File: src/sched_pkg.sv
// ~~~~~~~~~~~~~~~~~~~~~~~~~~~~~~~~~~~~~~~~~~~~~~~~
// Shared widths, dispatch kind codes and the
// instruction word views for the issue scheduler.
// Referenced by scoped name from every module.
// ~~~~~~~~~~~~~~~~~~~~~~~~~~~~~~~~~~~~~~~~~~~~~~~~
`default_nettype none

package sched_pkg;

  localparam int XLEN           = 64;
  localparam int VADDR_W        = 39;
  localparam int INSTR_W        = 32;
  localparam int REG_ADDR_W     = 5;
  localparam int QUEUE_DEPTH    = 4;
  localparam int QUEUE_PTR_W    = $clog2(QUEUE_DEPTH);
  localparam int QUEUE_CNT_W    = $clog2(QUEUE_DEPTH + 1);
  localparam int PREFETCH_COUNT = 4;
  localparam int PREF_CNT_W     = $clog2(PREFETCH_COUNT + 1);
  localparam int STRIDE_W       = 8;
  localparam int KIND_W         = 3;

  // dispatch kinds, listed in grant priority order
  localparam logic [KIND_W-1:0] KIND_LATE_WB   = KIND_W'(0);
  localparam logic [KIND_W-1:0] KIND_RESUME    = KIND_W'(1);
  localparam logic [KIND_W-1:0] KIND_INTERRUPT = KIND_W'(2);
  localparam logic [KIND_W-1:0] KIND_INSTR     = KIND_W'(3);
  localparam logic [KIND_W-1:0] KIND_FETCH_EXC = KIND_W'(4);
  localparam logic [KIND_W-1:0] KIND_PREFETCH  = KIND_W'(5);

  localparam logic [6:0] OPCODE_LOAD = 7'b0000011;

  typedef union packed {
    struct packed {
      logic [6:0]            funct7;
      logic [REG_ADDR_W-1:0] rs2;
      logic [REG_ADDR_W-1:0] rs1;
      logic [2:0]            funct3;
      logic [REG_ADDR_W-1:0] rd;
      logic [6:0]            opcode;
    } rtype;
    struct packed {
      logic [11:0]           imm12;
      logic [REG_ADDR_W-1:0] rs1;
      logic [2:0]            funct3;
      logic [REG_ADDR_W-1:0] rd;
      logic [6:0]            opcode;
    } itype;
  } rv_instr_u;

endpackage

`default_nettype wire

File: src/stride_detector.sv
// ~~~~~~~~~~~~~~~~~~~~~~~~~~~~~~~~~~~~~~~~~~~~~~~~
// Watches dispatched loads. Pulses confirm_o when
// one load pc repeats with the same small stride,
// giving the latest address and that stride.
// ~~~~~~~~~~~~~~~~~~~~~~~~~~~~~~~~~~~~~~~~~~~~~~~~
`timescale 1ns/10ps
`default_nettype none

module stride_detector
  (input  wire                               clk_i,
   input  wire                               rst_i,
   input  wire                               load_v_i,
   input  wire  [sched_pkg::VADDR_W-1:0]     pc_i,
   input  sched_pkg::rv_instr_u              instr_i,
   input  wire  [sched_pkg::XLEN-1:0]        rs1_data_i,
   output logic                              confirm_o,
   output logic [sched_pkg::VADDR_W-1:0]     base_o,
   output logic [sched_pkg::STRIDE_W-1:0]    stride_o);

  logic                              tracked_v;
  logic [sched_pkg::VADDR_W-1:0]     last_pc;
  logic [sched_pkg::VADDR_W-1:0]     last_addr;
  logic [sched_pkg::STRIDE_W-1:0]    last_delta;
  logic [sched_pkg::VADDR_W-1:0]     eff_addr;
  logic [sched_pkg::VADDR_W-1:0]     delta;
  logic                              fits;
  logic                              same_pc;

  assign eff_addr = rs1_data_i[sched_pkg::VADDR_W-1:0]
                  + sched_pkg::VADDR_W'($signed(instr_i.itype.imm12));
  assign delta    = eff_addr - last_addr;
  // upper bits all copies of the stride sign bit
  assign fits     = (&delta[sched_pkg::VADDR_W-1:sched_pkg::STRIDE_W-1])
                  | ~(|delta[sched_pkg::VADDR_W-1:sched_pkg::STRIDE_W-1]);
  assign same_pc  = tracked_v && (pc_i == last_pc);

  always_ff @(posedge clk_i)
  begin
    if (rst_i)
    begin
      tracked_v  <= 1'b0;
      last_delta <= '0;
      confirm_o  <= 1'b0;
    end
    else
    begin
      confirm_o <= load_v_i && same_pc && fits && (last_delta != '0)
                && (delta[sched_pkg::STRIDE_W-1:0] == last_delta);
      if (load_v_i)
      begin
        tracked_v  <= 1'b1;
        // zero delta marks no usable stride yet
        last_delta <= (same_pc && fits) ? delta[sched_pkg::STRIDE_W-1:0] : '0;
      end
    end
  end

  always_ff @(posedge clk_i)
  begin
    if (load_v_i)
    begin
      last_pc   <= pc_i;
      last_addr <= eff_addr;
      base_o    <= eff_addr;
      stride_o  <= delta[sched_pkg::STRIDE_W-1:0];
    end
  end

endmodule

`default_nettype wire

File: config.mk
export PLATFORM = sky130hd
export DESIGN_NAME = stride_detector
export DESIGN_NICKNAME = d
export VERILOG_FILES = /design/src/sched_pkg.sv /design/src/stride_detector.sv
export SDC_FILE = /design/constraint.sdc
export NUM_CORES = 1
export LEC_CHECK = 0
export BUFFER_PORTS_ARGS = -buffer_cell sky130_fd_sc_hd__buf_2
export CAP_MARGIN = 20
export CORE_ASPECT_RATIO = 1.2
export CORE_MARGIN = 4
export CORE_UTILIZATION = 31
export CTS_CLUSTER_DIAMETER = 120
export DETAILED_ROUTE_END_ITERATION = 6
export SYNTH_ARGS = -nofsm -noshare
export SYNTH_HDL_FRONTEND = slang
export SYNTH_SLANG_ARGS = --single-unit
export TNS_END_PERCENT = 5
File: constraint.sdc
create_clock -name clk_i -period 16.5 [get_ports clk_i]
set_clock_uncertainty 0.05 [all_clocks]
set_input_delay 2.475 -clock clk_i [delete_from_list [all_inputs] [get_ports clk_i]]
set_output_delay 2.475 -clock clk_i [all_outputs]
set_load 0.02 [all_outputs]
==> flow_summary.toml <==
[synthesis]
synth_area_leaders = "edfxtp_1, ha_1, xor2_1"
yosysWarnings = 0
synth-async-reset-ratio = 0
synth_largest_area_cell = "edfxtp_1"
synth-simple-area-share = 0.142
ys_seq_elements = 96
synth.yosys.seq_area_share = 0.354
synth_fp_nets = 1039
synth.mux.area_fraction = 0.00956
synthesis.area_um2 = 7850
avgSynthCellArea_um2 = 9.54
netlist_instances = 823
synthAdderAreaFrac = 0.126
synth-compound-area-share = 0.209
ys_types = 71
netlist_top_cells_count = "edfxtp_1, ha_1, a21oi_1"
synth-edff-count = 86
synth_most_common_cell = "edfxtp_1"
ys.flop_type = "edfxtp_1"
yosysTopAreaCellShare = 0.329
synth-xor-area-share = 0.120
synth_top_family_by_area = "compound AO/OA/AOI/OAI gates"

[power]
finalPower_uw = 1140
power_leakage_uw = 0.00402
p_per_area_nw_per_um2 = 123
vdd_drop_max_mv = 0.0597

[worst_setup_path]
worstPathMaxFanout = 8
crit_path_start_kind = "input pin"
cp_data_required_time_ns = 16.72
reg2regPathDepth = 15
worstSetupPathType = "input pin to flip-flop"
cp_slowest_cell = "fa_1"
regToRegStartpoint = "last_addr[0]"
crit_start = "instr_i[20]"
crit_end = "last_delta[2]"
r2r_slack_ns = 12.29
cpPeakStageDelay_ns = 0.44
crit_arrival_ns = 8.65
reg2reg_to = "last_delta[2]"
end_kind = "flip-flop"

[grt]
grt_pass1_wl_mm = 31.1
grtUsageTotal = 0.133
grt_pass1_vias = 6507
antenna_found_initial = 0
grt_start_max_net_pins = 62
overflow = 0

[layout]
area_delta_synth_final_pct = 18.0
fin_cells = 1293
fin_util = 0.373
fillers = 2578
fin_nets = 1179
drive_gt1_frac = 0.185
antenna_cells = 0

[sta]
final-setup-viol-count = 0
finalHoldViolations = 0
setup_tns_ns = 0
max_slew_margin = 0.488
slew_violations = 0
period_minus_slack_ns = 8.42
rsz0062_at_grt = "no"
worst_pin_slew_ns = 0.764
fmax_mhz = 119
fin_crit_sh = 0.511

[floorplanning]
dieWidth_um = 153
start_util = 0.316
core.rowCount = 63
fp.dieArea_um2 = 27900
die_h_um = 182
coreArea_um2 = 24800
pin_count = 186

[clocking]
clock_path_buffers = 2
cts-root-buf = "clkbuf_16"
cts_buffers = 9
cts_tree = "built"
hold_buffers = 0
insertion_delay_ns = 0.34
post_cts_resized = 0
h-tree-depth = 3
clk_pin_slew_ns = 0.07
postCtsSetupRepairBufs = 0
cts_sinks = 96

[routing]
wl_per_cell_um = 14.5
ant_nets = 0
drt_iter0_markers = 229
finalWirelength_mm = 18.8
drc = 0
via_count = 6516
dr.pass1.iters = 4
vias_per_cell = 5.04

[job]
max-cap-violations = 0

[outcome]
outcome = "complete, no violations"

[place]
dp_hpwl_mm = 15.4
io_buffers = 140
gp_congestion = 0.842
dpl.cell_count = 1277

[min_path]
hp-class = "flip-flop to flip-flop"
-- area by class of cell --
class | instances | area (um2) | area share
flip-flops and latches | 96 | 2780 | 0.300
clock inverters | 6 | 115 | 0.0124
inverters | 68 | 255 | 0.0275
multi-input cells | 647 | 4770 | 0.514
clock buffers | 10 | 229 | 0.0247
well taps | 325 | 407 | 0.0439
repair buffers | 141 | 711 | 0.0767
-- metal layers --
metal | wire length [um] | track usage
met1 | 8630 | 0.168
met2 | 9140 | 0.234
met3 | 719 | 0.0185
met4 | 301 | 0.0417
met5 | 0 | 0
-- worst max-delay path, delay by kind of cell --
kind                     cells  cell delay (ns)
buffers and inverters        1             0.10
adder cells (fa/ha/maj)      3             0.89
AND/OR/NAND/NOR              7             1.40
XOR/XNOR                     1             0.13
AO/OA/AOI/OAI               14             3.10
multiplexers                 2             0.54
-- logic make-up after synthesis --
group	Yosys count
AND/OR/NAND/NOR	209
AO/OA/AOI/OAI	247
adder cells (fa/ha/maj)	78
multiplexers	7
XOR/XNOR	106
buffers and inverters	80
flip-flops	96
-- worst min path at each step --
stage | to | from | cells past startpoint
floorplan | tracked_v | tracked_v | 2
global route | last_delta[5] | last_delta[5] | 2
finish | last_delta[3] | last_delta[3] | 2
detailed placement | last_delta[3] | last_delta[3] | 2
global placement | tracked_v | tracked_v | 2
CTS | last_delta[3] | last_delta[3] | 2
-- per-stage QoR --
stage	worst slack, ns	cell area [um2]	hold WS, ns
4_1_cts	8.02	9270	0.425
6_report	8.08	9270	0.422
3_3_place_gp	7.74	8920	0.402
2_1_floorplan	8.86	7850	0.385
3_5_place_dp	7.67	8920	0.416
5_1_grt	7.37	9270	0.450
-- state kept, by name, indices dropped and copies added, names as in the netlist --
name / count
confirm_o: 1
last_addr: 39
last_delta: 8
last_pc: 39
stride_o: 8
tracked_v: 1
-- power by group --
part | internal (uW) | switching (uW) | leakage, uW
Combinational | 230 | 347 | 0.00293
Sequential | 307 | 13.2 | 0.000923
Clock | 150 | 95.8 | 0.000169
Total | 686 | 456 | 0.00402
-- cells in the final DEF (no fill, tap or decap), drive strengths merged, types with 5 or more instances in the layout --
cell,instances
buf,141
edfxtp,86
ha,76
a21oi,73
inv,70
xor2,57
xnor2,49
nand2,47
o21ai,44
nor2,38
a21o,37
nor4,18
nand3,17
nand4,15
nor3,15
a31oi,13
nand2b,12
o21bai,11
dfxtp,10
clkbuf,10
o211ai,9
a211oi,9
o21a,8
and3,8
or3,8
nor2b,7
mux2i,6
a211o,5
a31o,5
(Power assumes the default switching activity.)
