[src/sched_pkg.sv]
// ~~~~~~~~~~~~~~~~~~~~~~~~~~~~~~~~~~~~~~~~~~~~~~~~
// Shared widths, dispatch kind codes and the
// instruction word views for the issue scheduler.
// Referenced by scoped name from every module.
// ~~~~~~~~~~~~~~~~~~~~~~~~~~~~~~~~~~~~~~~~~~~~~~~~
`default_nettype none

package sched_pkg;

  localparam int XLEN           = 64;
  localparam int VADDR_W        = 39;
  localparam int INSTR_W        = 32;
  localparam int REG_ADDR_W     = 5;
  localparam int QUEUE_DEPTH    = 4;
  localparam int QUEUE_PTR_W    = $clog2(QUEUE_DEPTH);
  localparam int QUEUE_CNT_W    = $clog2(QUEUE_DEPTH + 1);
  localparam int PREFETCH_COUNT = 4;
  localparam int PREF_CNT_W     = $clog2(PREFETCH_COUNT + 1);
  localparam int STRIDE_W       = 8;
  localparam int KIND_W         = 3;

  // dispatch kinds, listed in grant priority order
  localparam logic [KIND_W-1:0] KIND_LATE_WB   = KIND_W'(0);
  localparam logic [KIND_W-1:0] KIND_RESUME    = KIND_W'(1);
  localparam logic [KIND_W-1:0] KIND_INTERRUPT = KIND_W'(2);
  localparam logic [KIND_W-1:0] KIND_INSTR     = KIND_W'(3);
  localparam logic [KIND_W-1:0] KIND_FETCH_EXC = KIND_W'(4);
  localparam logic [KIND_W-1:0] KIND_PREFETCH  = KIND_W'(5);

  localparam logic [6:0] OPCODE_LOAD = 7'b0000011;

  typedef union packed {
    struct packed {
      logic [6:0]            funct7;
      logic [REG_ADDR_W-1:0] rs2;
      logic [REG_ADDR_W-1:0] rs1;
      logic [2:0]            funct3;
      logic [REG_ADDR_W-1:0] rd;
      logic [6:0]            opcode;
    } rtype;
    struct packed {
      logic [11:0]           imm12;
      logic [REG_ADDR_W-1:0] rs1;
      logic [2:0]            funct3;
      logic [REG_ADDR_W-1:0] rd;
      logic [6:0]            opcode;
    } itype;
  } rv_instr_u;

endpackage

`default_nettype wire

[src/dispatch_arbiter.sv]
// ~~~~~~~~~~~~~~~~~~~~~~~~~~~~~~~~~~~~~~~~~~~~~~~~
// Grants the single dispatch port each cycle and
// muxes the winner onto the dispatch outputs.
// Purely combinational; returns yumi or dequeue.
// ~~~~~~~~~~~~~~~~~~~~~~~~~~~~~~~~~~~~~~~~~~~~~~~~
`timescale 1ns/10ps
`default_nettype none

module dispatch_arbiter
  (input  wire                                hazard_v_i,
   input  wire                                late_wb_v_i,
   input  wire                                late_wb_force_i,
   input  wire  [sched_pkg::REG_ADDR_W-1:0]   late_wb_rd_i,
   input  wire  [sched_pkg::XLEN-1:0]         late_wb_data_i,
   input  wire                                resume_i,
   input  wire                                irq_pending_i,
   input  wire                                head_v_i,
   input  wire  [sched_pkg::VADDR_W-1:0]      head_pc_i,
   input  sched_pkg::rv_instr_u               head_instr_i,
   input  wire                                head_exc_i,
   input  wire  [sched_pkg::XLEN-1:0]         rs1_data_i,
   input  wire  [sched_pkg::XLEN-1:0]         rs2_data_i,
   input  wire                                pref_v_i,
   input  wire  [sched_pkg::VADDR_W-1:0]      pref_addr_i,
   output logic                               late_wb_yumi_o,
   output logic                               deq_o,
   output logic                               pref_yumi_o,
   output logic                               dispatch_v_o,
   output logic [sched_pkg::KIND_W-1:0]       dispatch_kind_o,
   output logic [sched_pkg::VADDR_W-1:0]      dispatch_pc_o,
   output sched_pkg::rv_instr_u               dispatch_instr_o,
   output logic [sched_pkg::XLEN-1:0]         dispatch_rs1_o,
   output logic [sched_pkg::XLEN-1:0]         dispatch_rs2_o);

  logic queued;
  logic wb_g;
  logic resume_g;
  logic irq_g;

  assign queued   = head_v_i & ~hazard_v_i;
  // unforced writebacks slip in only when the queue is idle
  assign wb_g     = late_wb_v_i & (late_wb_force_i | ~queued);
  assign resume_g = ~late_wb_v_i & ~hazard_v_i & resume_i;
  assign irq_g    = ~late_wb_v_i & ~hazard_v_i & ~resume_i & irq_pending_i;

  assign late_wb_yumi_o = wb_g;
  assign deq_o          = queued & ~wb_g & ~resume_g & ~irq_g;
  assign pref_yumi_o    = pref_v_i & ~queued & ~wb_g & ~resume_g & ~irq_g;
  assign dispatch_v_o   = wb_g | resume_g | irq_g | deq_o | pref_yumi_o;

  always_comb
  begin
    dispatch_kind_o  = sched_pkg::KIND_LATE_WB;
    dispatch_pc_o    = '0;
    dispatch_instr_o = '0;
    dispatch_rs1_o   = '0;
    dispatch_rs2_o   = '0;
    if (wb_g)
    begin
      dispatch_instr_o.rtype.rd = late_wb_rd_i;
      dispatch_rs2_o            = late_wb_data_i;
    end
    else if (resume_g)
      dispatch_kind_o = sched_pkg::KIND_RESUME;
    else if (irq_g)
      dispatch_kind_o = sched_pkg::KIND_INTERRUPT;
    else if (deq_o && head_exc_i)
    begin
      dispatch_kind_o  = sched_pkg::KIND_FETCH_EXC;
      dispatch_pc_o    = head_pc_i;
      dispatch_instr_o = head_instr_i;
      dispatch_rs1_o   = sched_pkg::XLEN'(head_pc_i);
    end
    else if (deq_o)
    begin
      dispatch_kind_o  = sched_pkg::KIND_INSTR;
      dispatch_pc_o    = head_pc_i;
      dispatch_instr_o = head_instr_i;
      dispatch_rs1_o   = rs1_data_i;
      dispatch_rs2_o   = rs2_data_i;
    end
    else if (pref_yumi_o)
    begin
      dispatch_kind_o = sched_pkg::KIND_PREFETCH;
      dispatch_rs1_o  = sched_pkg::XLEN'(pref_addr_i);
    end
  end

endmodule

`default_nettype wire

[config.mk]
export PLATFORM = sky130hd
export DESIGN_NAME = dispatch_arbiter
export DESIGN_NICKNAME = d
export VERILOG_FILES = /design/src/sched_pkg.sv /design/src/dispatch_arbiter.sv
export SDC_FILE = /design/constraint.sdc
export NUM_CORES = 1
export LEC_CHECK = 0
export ABC_AREA = 0
export BUFFER_PORTS_ARGS = -buffer_cell sky130_fd_sc_hd__clkbuf_2
export CORE_AREA = 4 4 198 200
export DETAILED_ROUTE_END_ITERATION = 12
export DIE_AREA = 0 0 202 204
export PLACE_DENSITY = 0.37
export SLEW_MARGIN = 20
export SYNTH_ARGS = -nofsm -noshare
export SYNTH_HDL_FRONTEND = slang
export SYNTH_SLANG_ARGS = --single-unit
[constraint.sdc]
create_clock -name vclk -period 2.6
set_clock_uncertainty 0.1 [all_clocks]
set_input_delay 0.52 -clock vclk [all_inputs]
set_output_delay 0.52 -clock vclk [all_outputs]
set_load 0.01 [all_outputs]
==> out/qor.yml <==
outcome:
  outcome: "complete, but fails checks"
  violations: "negative setup slack"
timing:
  finalHoldViolCount: 0
  fin_hold_ws_ns: 1.23
  drv_slew: 0
  setup_viol_count_final: 38
  worst_pin_slew_ns: 0.436
  fin_crit_sh: 1.03
  fin_ws_ns: -0.0701
  fmax_mhz: 375
  fin_crit_ns: 2.67
  rsz0062_at_grt: "true"
  relSlewSlack: 0.708
power_and_ir_drop:
  power.internal_uw: 564
  power_uw: 1130
  power_density_mw_per_mm2: 145
  sw_frac_of_total: 0.501
  p_sw_uw: 566
  power_frac_comb: 1.000
  peakVddDrop_mv: 0.0686
  pwr-share-seq: 0
  pwr-share-clk: 0
  leakage_uw: 0.00399
grt:
  grt_usage: 0.152
  first_global_vias: 6050
  grt_max_degree: 34
  grt_pass1_wl_um: 46100
  antenna_found_initial: 12
  gr-total-overflow: 0
finish:
  fin_area_mm2: 0.00777
  seqCellArea_um2: 0
  drive_above_1_share: 0.738
  fin_nets: 1272
  design.seq.count: 0
  area_growth_syn_to_layout_pct: 196
  nClkBuffers: 0
  multiInputGateArea_mm2: 0.00275
  fill_cells: 4308
  final_cells: 1473
logic_synthesis:
  synth.net_count: 719
  synthTopCellsByArea: "a22o_1, a221oi_1, o221ai_1"
  syn_area_mm2: 0.00263
  synth_top_area_share: 0.233
  synth_top_cell_by_area: "a22o_1"
  syn_area_per_cell_um2: 6.51
  netlist_instances: 404
  ys_warn_count: 0
  seq_area_frac_synth: 0
  synth_cell_types: 23
floorplanning:
  initial_core_util: 0.0703
  floorplan.die.height_um: 204
  dieArea_mm2: 0.0412
  coreArea_mm2: 0.0374
  die_w_um: 202
  rows: 71
  pin_count: 521
placement:
  pre_cts_ws_ns: -0.252
  port_buffers: 521
  dp_hpwl_um: 29200
  post_dp_cell_area_mm2: 0.00633
  place_congestion: 0.893
  dp.cells: 1438
worst_hold_path:
  hold_class: "input port to primary output"
  hold_path_end: "dispatch_instr_o[15]"
  worstHoldStart: "head_instr_i[15]"
  min_path_cells: 3
worst_setup_path:
  startpoint_type: "input port"
  arrival_ns: 2.05
  cp-end-kind: "primary output"
  startpoint: "late_wb_v_i"
  path_max_fanout: 7
  critPathKind: "input port to primary output"
  cp.required_ns: 1.98
detailed_routing:
  ant_nets: 0
  drc: 0
  vias: 5917
  first_iter_violations: 219
  wl_um: 34800
  via_per_inst: 4.02
  wl_per_cell_um: 23.6
  drtPass1Iterations: 4
job:
  drv_cap: 0
clock_network:
  cts_hold_buf: 0
worst max path at each step:
stage,cells after the start,to
final,8,dispatch_rs2_o[35]
after CTS,8,dispatch_rs2_o[28]
after floorplan,5,dispatch_rs1_o[0]
after global routing,8,dispatch_rs2_o[28]
after detailed placement,6,dispatch_rs1_o[13]
after global placement,7,dispatch_rs2_o[46]
power by group through the flow:
stage          clock (uW)  sequential [uW]  combinational (uW)
6_report         0.000362                0                1130
5_1_grt          0.000361                0                1210
4_1_cts                 0                0                1070
3_5_place_dp            0                0                 945
3_3_place_gp            0                0                 954
2_1_floorplan           0                0                 339
synthesized netlist by cell type:
library cell,n
a211oi_2,1
a211oi_4,1
a221oi_1,39
a22o_1,70
a31o_2,1
and2_1,53
buf_2,20
clkbuf_1,41
clkbuf_2,1
inv_1,43
nand2_1,1
nand2b_1,2
nand3b_1,2
nor2_1,40
nor2b_1,3
nor3_1,2
o211ai_1,39
o21ai_0,2
o21ai_1,1
o221ai_1,39
or2_2,1
or3_1,1
or3b_2,1
critical path, stage by stage:
cell	delay [ns]
buf_6	0.09
or3_4	0.40
a211oi_4	0.22
buf_6	0.17
buf_12	0.16
buf_8	0.14
a22o_1	0.18
buf_2	0.15
logic make-up after synthesis:
| logic type | synth area share |
|---|---|
| buf+inv | 0.160 |
| compound gates | 0.626 |
| simple gates | 0.214 |
area by class of cell:
class,count,share of cell area
Tap cell,511,0.0823
Inverter,43,0.0208
Antenna cell,7,0.00225
Timing Repair Buffer,613,0.541
Multi-Input combinational cell,299,0.354
stage by stage:
step,TNS [ns],utilization
3_3_place_gp,-13.76,0.169
2_1_floorplan,0,-
3_5_place_dp,-12.81,0.169
4_1_cts,-2.94,0.192
5_1_grt,-8.06,0.208
6_report,-0.752,0.208
cell usage in the layout, fill, tap and decap left out, types with 3 or more instances in the layout:
cell / Yosys / final
nor2b_4: 0 / 3
buf_16: 0 / 4
diode_2: 0 / 7
buf_12: 0 / 19
buf_2: 20 / 67
buf_8: 0 / 14
clkbuf_8: 0 / 15
buf_6: 0 / 51
clkbuf_2: 1 / 403
inv_1: 43 / 43
a221oi_2: 0 / 34
nor2_1: 40 / 40
and2_4: 0 / 26
o221ai_1: 39 / 37
buf_4: 0 / 36
a22o_4: 0 / 13
a221oi_4: 0 / 3
a22o_1: 70 / 57
clkbuf_16: 0 / 4
and2_1: 53 / 27
o211ai_1: 39 / 39
repair_timing:
item,4_1_cts,5_1_grt
pin swaps,26,57
cloned,6,5
buffers inserted,16,6
endpoints found under the hold margin,0,0
setup endpoints to repair,125,186
resized for setup,95,195
routing by layer:
metal | vias up | track usage | part of all wire
li1 | 2689 | - | -
met1 | 2852 | 0.160 | 0.35
met2 | 341 | 0.307 | 0.55
met3 | 35 | 0.0292 | 0.070
met4 | 0 | 0.0369 | 0.026
met5 | - | 0 | 0
Note: power is estimated with default switching activity, not from simulation.
