$ cat src/sched_pkg.sv
// ~~~~~~~~~~~~~~~~~~~~~~~~~~~~~~~~~~~~~~~~~~~~~~~~
// Shared widths, dispatch kind codes and the
// instruction word views for the issue scheduler.
// Referenced by scoped name from every module.
// ~~~~~~~~~~~~~~~~~~~~~~~~~~~~~~~~~~~~~~~~~~~~~~~~
`default_nettype none

package sched_pkg;

  localparam int XLEN           = 64;
  localparam int VADDR_W        = 39;
  localparam int INSTR_W        = 32;
  localparam int REG_ADDR_W     = 5;
  localparam int QUEUE_DEPTH    = 4;
  localparam int QUEUE_PTR_W    = $clog2(QUEUE_DEPTH);
  localparam int QUEUE_CNT_W    = $clog2(QUEUE_DEPTH + 1);
  localparam int PREFETCH_COUNT = 4;
  localparam int PREF_CNT_W     = $clog2(PREFETCH_COUNT + 1);
  localparam int STRIDE_W       = 8;
  localparam int KIND_W         = 3;

  // dispatch kinds, listed in grant priority order
  localparam logic [KIND_W-1:0] KIND_LATE_WB   = KIND_W'(0);
  localparam logic [KIND_W-1:0] KIND_RESUME    = KIND_W'(1);
  localparam logic [KIND_W-1:0] KIND_INTERRUPT = KIND_W'(2);
  localparam logic [KIND_W-1:0] KIND_INSTR     = KIND_W'(3);
  localparam logic [KIND_W-1:0] KIND_FETCH_EXC = KIND_W'(4);
  localparam logic [KIND_W-1:0] KIND_PREFETCH  = KIND_W'(5);

  localparam logic [6:0] OPCODE_LOAD = 7'b0000011;

  typedef union packed {
    struct packed {
      logic [6:0]            funct7;
      logic [REG_ADDR_W-1:0] rs2;
      logic [REG_ADDR_W-1:0] rs1;
      logic [2:0]            funct3;
      logic [REG_ADDR_W-1:0] rd;
      logic [6:0]            opcode;
    } rtype;
    struct packed {
      logic [11:0]           imm12;
      logic [REG_ADDR_W-1:0] rs1;
      logic [2:0]            funct3;
      logic [REG_ADDR_W-1:0] rd;
      logic [6:0]            opcode;
    } itype;
  } rv_instr_u;

endpackage

`default_nettype wire

$ cat src/prefetch_generator.sv
// ~~~~~~~~~~~~~~~~~~~~~~~~~~~~~~~~~~~~~~~~~~~~~~~~
// Offers PREFETCH_COUNT strided addresses after a
// confirm, one per granted cycle. Holds an offer
// until yumi_i; confirms while busy are dropped.
// ~~~~~~~~~~~~~~~~~~~~~~~~~~~~~~~~~~~~~~~~~~~~~~~~
`timescale 1ns/10ps
`default_nettype none

module prefetch_generator
  (input  wire                               clk_i,
   input  wire                               rst_i,
   input  wire                               confirm_i,
   input  wire  [sched_pkg::VADDR_W-1:0]     base_i,
   input  wire  [sched_pkg::STRIDE_W-1:0]    stride_i,
   input  wire                               yumi_i,
   output logic                              v_o,
   output logic [sched_pkg::VADDR_W-1:0]     addr_o);

  logic [sched_pkg::PREF_CNT_W-1:0] remaining;
  logic [sched_pkg::STRIDE_W-1:0]   stride_q;

  assign v_o = (remaining != '0);

  always_ff @(posedge clk_i)
  begin
    if (rst_i)
      remaining <= '0;
    else if (!v_o && confirm_i)
      remaining <= sched_pkg::PREF_CNT_W'(sched_pkg::PREFETCH_COUNT);
    else if (v_o && yumi_i)
      remaining <= remaining - sched_pkg::PREF_CNT_W'(1);
  end

  // first offer is already one stride past the base
  always_ff @(posedge clk_i)
  begin
    if (!v_o && confirm_i)
    begin
      stride_q <= stride_i;
      addr_o   <= base_i + sched_pkg::VADDR_W'($signed(stride_i));
    end
    else if (v_o && yumi_i)
      addr_o <= addr_o + sched_pkg::VADDR_W'($signed(stride_q));
  end

endmodule

`default_nettype wire

$ cat config.mk
export PLATFORM = sky130hd
export DESIGN_NAME = prefetch_generator
export DESIGN_NICKNAME = d
export VERILOG_FILES = /design/src/sched_pkg.sv /design/src/prefetch_generator.sv
export SDC_FILE = /design/constraint.sdc
export NUM_CORES = 1
export LEC_CHECK = 0
export ABC_AREA = 1
export BUFFER_PORTS_ARGS = -buffer_cell sky130_fd_sc_hd__buf_2
export CORE_AREA = 10 10 144 146
export DETAILED_ROUTE_END_ITERATION = 10
export DIE_AREA = 0 0 154 156
export SLEW_MARGIN = 20
export SYNTH_ARGS = -nofsm -noshare
export SYNTH_HDL_FRONTEND = slang
export SYNTH_SLANG_ARGS = --single-unit
$ cat constraint.sdc
create_clock -name clk_i -period 3.2 [get_ports clk_i]
set_input_delay 0.48 -clock clk_i [delete_from_list [all_inputs] [get_ports clk_i]]
set_output_delay 0.48 -clock clk_i [all_outputs]
set_load 0.005 [all_outputs]
==> flow_metrics.py, run 1 <==
metrics = {
    "yosys": {
        "yosysSeqAreaShare_pct": 19.2,
        "ys_types": 36,
        "ys_async_sr_fraction_pct": 0,
        "synth.top_cells.by_area": "nand2_1, edfxtp_1, ha_1",
        "synthesis.nets": 1476,
        "syn_inst": 1345,
        "yosysMostFrequentCell": "nand2_1",
        "synth_common_cells": "nand2_1, inv_1, nor2_1, nand3_1, ha_1",
        "yosys.area.top_type": "nand2_1",
        "synth_edf_count": 47,
        "netlist_area_mm2": 0.00768,
        "avgSynthCellArea_um2": 5.71,
        "synth_seq_cells": 50,
        "synth_ff_type": "edfxtp_1",
        "yosys_warnings": 0,
        "synth.top_cell.area_share_pct": 24.9,
    },
    "pwr": {
        "power_density_mw_per_mm2": 802,
        "clockPowerShare_pct": 8.6,
        "cellLeakagePower_nw": 4.93,
        "ir_worst_vdd_mv": 0.369,
        "sequentialPowerShare_pct": 21.0,
        "p_switching_w": 0.00372,
        "total_power_w": 0.00690,
        "internal-power_w": 0.00318,
        "switching_share_pct": 53.9,
        "combPwrFrac_pct": 70.4,
    },
    "routing": {
        "vias": 8275,
        "drcViolationCount": 0,
        "first_pass_iters": 5,
        "vias_per_cell": 4.95,
        "wirelength_um": 24800,
        "routedWlPerCell_um": 14.8,
        "detail-route-antenna-nets": 0,
        "drt_first_iter_violations": 554,
    },
    "sta": {
        "hold_slack_ps": 328,
        "fin_crit_ps": 2610,
        "hold_viol": 0,
        "tightest_slew_ps": 668,
        "rsz0062_at_grt": "false",
        "drv_slew": 0,
        "max_slew_margin_pct": 55.4,
        "setup_viol": 0,
        "finClkSkew_ps": 17.6,
        "fmax_mhz": 384,
        "tns_ps": 0,
        "min_period_over_period_pct": 81.5,
    },
    "floorplan": {
        "num_rows": 49,
        "die_h_um": 156,
        "core_mm2": 0.0178,
        "initial_core_util_pct": 43.0,
        "dieArea_mm2": 0.0240,
        "pin_count": 91,
        "die_w_um": 154,
    },
    "clocking": {
        "cts_tree": "yes",
        "path_clk_slew_ps": 80,
        "cts_sinks": 50,
        "clk_path_buf_depth": 2,
        "postCtsSetupBuffers": 0,
        "worstSkewPairLatency_ps": 320,
        "root_buffer": "clkbuf_16",
        "holdBufCountCts": 0,
        "cts_resized": 0,
        "htreeDepth": 2,
        "numCtsBuffers": 5,
    },
    "critical_path": {
        "critPathBufInv": 2,
        "cpPeakStageDelay_ps": 440,
        "cp_top_family": "simple AND/OR/NAND/NOR gates",
        "rr_worst_depth": 13,
        "critPathLaunchType": "register",
        "cp_slowest_cell": "edfxtp_1",
        "crit_type": "register to register",
        "worstSetupEndpointType": "register",
        "path_cells": "buf_12 > ha_1 > nand2_1 > inv_1 > nand2_1 > nor2_1 > nand4_1 > nand3_1 > nand2_1 > nand2_1 > nand2_1 > nand3_1 > nand2_1",
        "cp_common_cell": "nand2_1",
        "critPathLaunch": "stride_q[7]",
        "critPathRequiredTime_ps": 3260,
        "arrival_ps": 2660,
        "r2r_start": "stride_q[7]",
        "cp_max_fo": 32,
        "reg2reg_to": "addr_o[28]",
        "reg2reg_setup_slack_ps": 590,
    },
    "placement": {
        "gp_congestion": 0.946,
        "place_hpwl_um": 20800,
        "place_inst": 1664,
        "port_buffers": 90,
    },
    "worst_hold_path": {
        "hold_end": "remaining[2]",
        "min_from": "rst_i",
        "min_path_type": "input port to register",
        "holdPathStages": 2,
    },
    "outcome": {
        "status": "finished clean",
    },
    "global_route": {
        "overflow": 0,
        "grt_start_max_net_pins": 34,
        "grt_pass1_vias": 7889,
        "track_usage_pct": 20.3,
        "antenna_found_initial": 1,
        "grt_pass1_wl_um": 39800,
    },
    "layout": {
        "area_growth_pct": 12.1,
        "final_util_pct": 48.2,
        "drive_above_1_share_pct": 10.5,
        "antennaDiodeCount": 0,
        "nets": 1573,
        "fillers": 1975,
        "fin_cells": 1672,
    },
    "job": {
        "cap_violations": 0,
    },
}
worst max path at each step:
stage,to,slack (ps),cells past startpoint
5_1_grt,addr_o[28],300,13
3_5_place_dp,addr_o[32],320,12
4_1_cts,addr_o[28],620,13
6_report,addr_o[28],590,13
2_1_floorplan,addr_o[26],820,8
3_3_place_gp,addr_o[32],300,12
power groups by stage:
stage / Clock [W] / Combinational, W / Sequential (W)
after floorplan: 0 / 0.00332 / 0.00142
after global placement: 0 / 0.00479 / 0.00146
after detailed placement: 0 / 0.00481 / 0.00145
after CTS: 0.000609 / 0.00484 / 0.00144
after global routing: 0.000629 / 0.00556 / 0.00147
final: 0.000596 / 0.00486 / 0.00145
layout by cell type (no fill, tap or decap), types with 2 or more instances in the layout:
master | Yosys | layout
edfxtp_1 | 47 | 47
xnor2_1 | 4 | 4
nand4_1 | 3 | 3
nand2_2 | 14 | 15
nand3_1 | 90 | 90
nor3_1 | 12 | 12
buf_2 | 3 | 90
xor2_1 | 8 | 8
clkbuf_16 | 0 | 5
o21ai_1 | 4 | 4
a211oi_1 | 2 | 2
and2_1 | 2 | 2
nor2_2 | 17 | 17
nor2_1 | 119 | 119
inv_6 | 0 | 2
o21ai_0 | 60 | 60
nand2_1 | 510 | 509
a21oi_1 | 76 | 76
a21boi_0 | 2 | 2
nand3b_1 | 7 | 7
or2_2 | 3 | 3
fa_1 | 2 | 2
a21o_1 | 3 | 3
dfxtp_1 | 3 | 3
inv_1 | 246 | 246
buf_4 | 0 | 6
ha_1 | 78 | 78
nand3_2 | 8 | 8
o21bai_1 | 9 | 9
per-stage QoR:
step | setup WS (ps) | instance area (µm²)
2_1_floorplan | 815 | 7680
3_3_place_gp | 303 | 8450
3_5_place_dp | 316 | 8450
4_1_cts | 624 | 8600
5_1_grt | 305 | 8600
6_report | 593 | 8600
registers in the layout (all words and copies together) (netlist names):
signal,count
stride_q,8
remaining,3
addr_o,39
worst reg2reg max path, cell delays in order (launching register included):
cell	delay, ps
edfxtp_1	440
buf_12	200
ha_1	430
nand2_1	90
inv_1	70
nand2_1	110
nor2_1	190
nand4_1	120
nand3_1	250
nand2_1	120
nand2_1	70
nand2_1	50
nand3_1	150
nand2_1	70
metal layers:
metal	GRT usage, %	routed length (µm)	vias to the layer above
met2	32.9	10900	192
met4	4.05	265	0
li1	-	-	4431
met1	28.3	12500	3631
met3	2.48	1160	21
met5	0	0	-
cell families (layout without fill, tap and decap cells):
kind of cell | count (synthesis) | count (layout) | share of synthesized area [%]
compound gates | 160 | 160 | 11.1
flops | 50 | 50 | 19.2
xor+xnor | 12 | 12 | 1.37
simple gates | 787 | 787 | 42.5
buf+inv | 255 | 353 | 12.5
fa+ha+maj | 80 | 80 | 13.2
mux | 1 | 1 | 0.130
cell type report:
cell class	instances	area [µm²]	share of cell area (%)
clock inverters	3	26.3	0.305
repair buffers	97	515	5.99
flip-flops and latches	50	1470	17.1
well taps	229	287	3.33
clock buffers	5	125	1.45
multi-input cells	1040	5250	61.0
inverters	248	931	10.8
No activity file was read; power rests on OpenSTA's default activity.
==> inputs of run 2 (changes only) <==
--- a/config.mk
+++ b/config.mk
@@ -5,11 +5,11 @@
 export SDC_FILE = /design/constraint.sdc
 export NUM_CORES = 1
 export LEC_CHECK = 0
-export ABC_AREA = 1
+export ABC_AREA = 0
 export BUFFER_PORTS_ARGS = -buffer_cell sky130_fd_sc_hd__buf_2
-export CORE_AREA = 10 10 144 146
+export CORE_AREA = 10 10 129 131
 export DETAILED_ROUTE_END_ITERATION = 10
-export DIE_AREA = 0 0 154 156
+export DIE_AREA = 0 0 139 141
 export SLEW_MARGIN = 20
 export SYNTH_ARGS = -nofsm -noshare
 export SYNTH_HDL_FRONTEND = slang
==> constraint.sdc (replaced) <==
create_clock -name clk_i -period 2.45 [get_ports clk_i]
set_input_delay 0.3675 -clock clk_i [delete_from_list [all_inputs] [get_ports clk_i]]
set_output_delay 0.3675 -clock clk_i [all_outputs]
set_load 0.005 [all_outputs]
==> run 2 against run 1 <==
- clock-buffer cell count did not move
- register-to-register slack worse by 1100 ps
- non-clock buffer count up 267
- via count decreased by 16%
- critical path depth stayed put
- highest routed layer unchanged
- final area rose by 11%
- the run now ends with setup timing left
- global-route usage fell by 0.15 points
==> flow_metrics.py, run 2 <==
metrics = {
    "routing": {
        "vias_per_cell": 5.49,
        "drt_first_iter_violations": 523,
        "drcViolationCount": 0,
        "vias": 6949,
        "detail-route-antenna-nets": 0,
        "routedWlPerCell_um": 16.7,
        "first_pass_iters": 6,
        "wirelength_um": 21100,
    },
    "clocking": {
        "root_buffer": "clkbuf_16",
        "numCtsBuffers": 5,
        "path_clk_slew_ps": 70,
        "cts_sinks": 50,
        "holdBufCountCts": 0,
        "clk_path_buf_depth": 2,
        "htreeDepth": 2,
        "cts_tree": "yes",
        "worstSkewPairLatency_ps": 310,
    },
    "layout": {
        "fin_cells": 1266,
        "nets": 1212,
        "regMostFlops": "addr_o",
        "largest_register_ffs": 39,
        "top_regs": "addr_o: 39 flops, stride_q: 8 flops, remaining: 3 flops",
        "antennaDiodeCount": 0,
        "fillers": 1183,
        "drive_above_1_share_pct": 42.4,
        "area_growth_pct": 56.0,
        "layout_commonest_cell": "buf_4",
        "final_cell_mix": "buf_4, buf_2, a21oi_1, nand2_1, ha_1",
    },
    "pwr": {
        "ir_worst_vdd_mv": 0.551,
        "power_density_mw_per_mm2": 1280,
        "total_power_w": 0.0122,
        "cellLeakagePower_nw": 4.56,
    },
    "critical_path": {
        "cpPeakStageDelay_ps": 380,
        "critPathRequiredTime_ps": 2500,
        "critPathBufInv": 2,
        "cp_max_fo": 8,
        "r2r_start": "stride_q[7]",
        "reg2reg_to": "addr_o[31]",
        "worstSetupEndpointType": "register",
        "reg2reg_setup_slack_ps": -520,
        "rr_worst_depth": 13,
        "arrival_ps": 3020,
        "cp_top_family": "compound AO/OA/AOI/OAI gates",
        "path_cells": "buf_6 > buf_6 > ha_4 > a21o_1 > a21o_1 > a221o_1 > o2111ai_2 > a21oi_2 > o221a_4 > a31o_4 > xor2_1 > nor2_1 > a21oi_1",
        "critPathLaunchType": "register",
        "critPathLaunch": "stride_q[7]",
        "crit_type": "register to register",
        "cp_slowest_cell": "edfxtp_1",
    },
    "yosys": {
        "yosys_warnings": 0,
        "synth_edf_count": 47,
        "synthesis.nets": 865,
        "synthAdderAreaFrac_pct": 16.6,
        "synth.top_cell.area_share_pct": 23.1,
        "netlist_area_mm2": 0.00612,
        "synthXorXnorAreaFrac_pct": 10.6,
        "synth_ff_type": "edfxtp_1",
        "synth.top_cells.by_area": "edfxtp_1, ha_1, a21oi_1",
        "synth_top_family_by_area": "compound AO/OA/AOI/OAI gates",
        "yosys.area.top_type": "edfxtp_1",
        "synth_mux_area_share_pct": 0.655,
        "syn_inst": 734,
        "synth_common_cells": "a21oi_1, ha_1, nand2_1, a21o_1, edfxtp_1",
        "avgSynthCellArea_um2": 8.33,
        "ys_async_sr_fraction_pct": 0,
        "synth_simple_gate_area_share_pct": 15.8,
        "ys_types": 57,
        "yosysMostFrequentCell": "a21oi_1",
        "yosysSeqAreaShare_pct": 24.1,
        "synth_seq_cells": 50,
        "synth_compound_area_share_pct": 29.0,
    },
    "sta": {
        "fin_crit_ps": 2970,
        "setup_viol": 25,
        "finClkSkew_ps": 8.62,
        "rsz0062_at_grt": "true",
        "fmax_mhz": 337,
        "setup_ws_ps": -521,
        "hold_viol": 0,
        "max_slew_margin_pct": 63.6,
        "drv_slew": 0,
        "tightest_slew_ps": 546,
        "min_period_over_period_pct": 121,
    },
    "job": {
        "cap_violations": 0,
    },
    "floorplan": {
        "die_h_um": 141,
        "initial_core_util_pct": 43.1,
        "core_mm2": 0.0142,
        "num_rows": 44,
        "die_w_um": 139,
        "pin_count": 91,
        "dieArea_mm2": 0.0196,
    },
    "placement": {
        "gp_congestion": 0.948,
        "port_buffers": 90,
        "place_inst": 1233,
        "place_hpwl_um": 16100,
        "place_ws_ps": -758,
    },
    "worst_hold_path": {
        "holdPathStages": 2,
        "min_from": "rst_i",
        "hold_end": "remaining[0]",
        "min_path_type": "input port to register",
    },
    "global_route": {
        "overflow": 0,
        "track_usage_pct": 20.1,
        "antenna_found_initial": 0,
        "grt_start_max_net_pins": 45,
        "grt_pass1_vias": 6906,
        "grt_pass1_wl_um": 33500,
    },
    "outcome": {
        "status": "finished, violations left",
        "violations": "setup timing",
    },
}
-- run 2: cell types whose count changed after synthesis, sizes merged, moves of 9 or more --
cell / change
and3: +10
clkbuf: +16
o21ai: -9
nand3: -86
nor2: -90
a21o: +44
xnor2: +36
a21oi: +22
inv: -218
xor2: +26
nand2b: +11
nor2b: +20
nand2: -460
-- run 2: power by group --
| group | total [W] | switching (W) | internal [W] |
|---|---|---|---|
| clock network | 0.000720 | 0.000341 | 0.000379 |
| registers | 0.00200 | 0.000310 | 0.00169 |
| logic | 0.00945 | 0.00462 | 0.00483 |
-- run 2: routing by layer --
layer / routed length [µm] / part of all wire, % / up-vias / track usage, %
met5: 0 / 0 / - / 0
met4: 367 / 1.7 / 0 / 5.71
met3: 1200 / 5.7 / 33 / 3.46
met2: 9860 / 47 / 208 / 33.1
met1: 9680 / 46 / 3286 / 26.5
li1: - / - / 3422 / -
-- run 2: worst max-delay path by stage --
| stage | end | slack [ps] | depth (start not counted) |
|---|---|---|---|
| after CTS | addr_o[31] | -530 | 13 |
| after global placement | addr_o[31] | -760 | 15 |
| after floorplan | addr_o[31] | -740 | 11 |
| final | addr_o[31] | -520 | 13 |
| after detailed placement | addr_o[31] | -760 | 13 |
| after global routing | addr_o[34] | -650 | 12 |
-- run 2: area by class of cell --
cell class                 count  area [µm²]  share of cell area (%)
inverter                      29         109                    1.14
timing repair buffer         364        2580                    27.1
sequential                    50        1470                    15.4
clock buffer                   5         125                    1.31
multi-input combinational    631        5000                    52.4
tap                          184         230                    2.41
clock inverter                 3        21.3                   0.223
-- run 2: what timing repair did --
action,CTS,global route
setup buffers,14,13
endpoints found under the setup margin,26,27
pin swaps,42,39
gates resized for setup,60,46
-- run 2: worst reg2reg max path: cells and delay by family (launching register included) --
family / cells / cell delay, ps
compound gates: 8 / 1600
xor+xnor: 1 / 140
fa+ha+maj: 1 / 230
buf+inv: 2 / 300
flops: 1 / 380
simple gates: 1 / 90
-- run 2: cell families after synthesis --
kind of cell	after synthesis
AND/OR/NAND/NOR	199
flip-flops	50
AO/OA/AOI/OAI	274
buffers and inverters	53
multiplexers	4
adder cells (fa/ha/maj)	80
XOR/XNOR	74
-- run 2: stage by stage --
stage,TNS [ps],hold slack [ps],utilization [%],area (µm²)
after floorplan,-10970,440,-,6150
after global placement,-13440,465,60.7,8620
after detailed placement,-14330,482,60.7,8620
after CTS,-6340,234,64.7,9190
after global routing,-10950,232,67.2,9540
final,-7410,237,67.2,9540
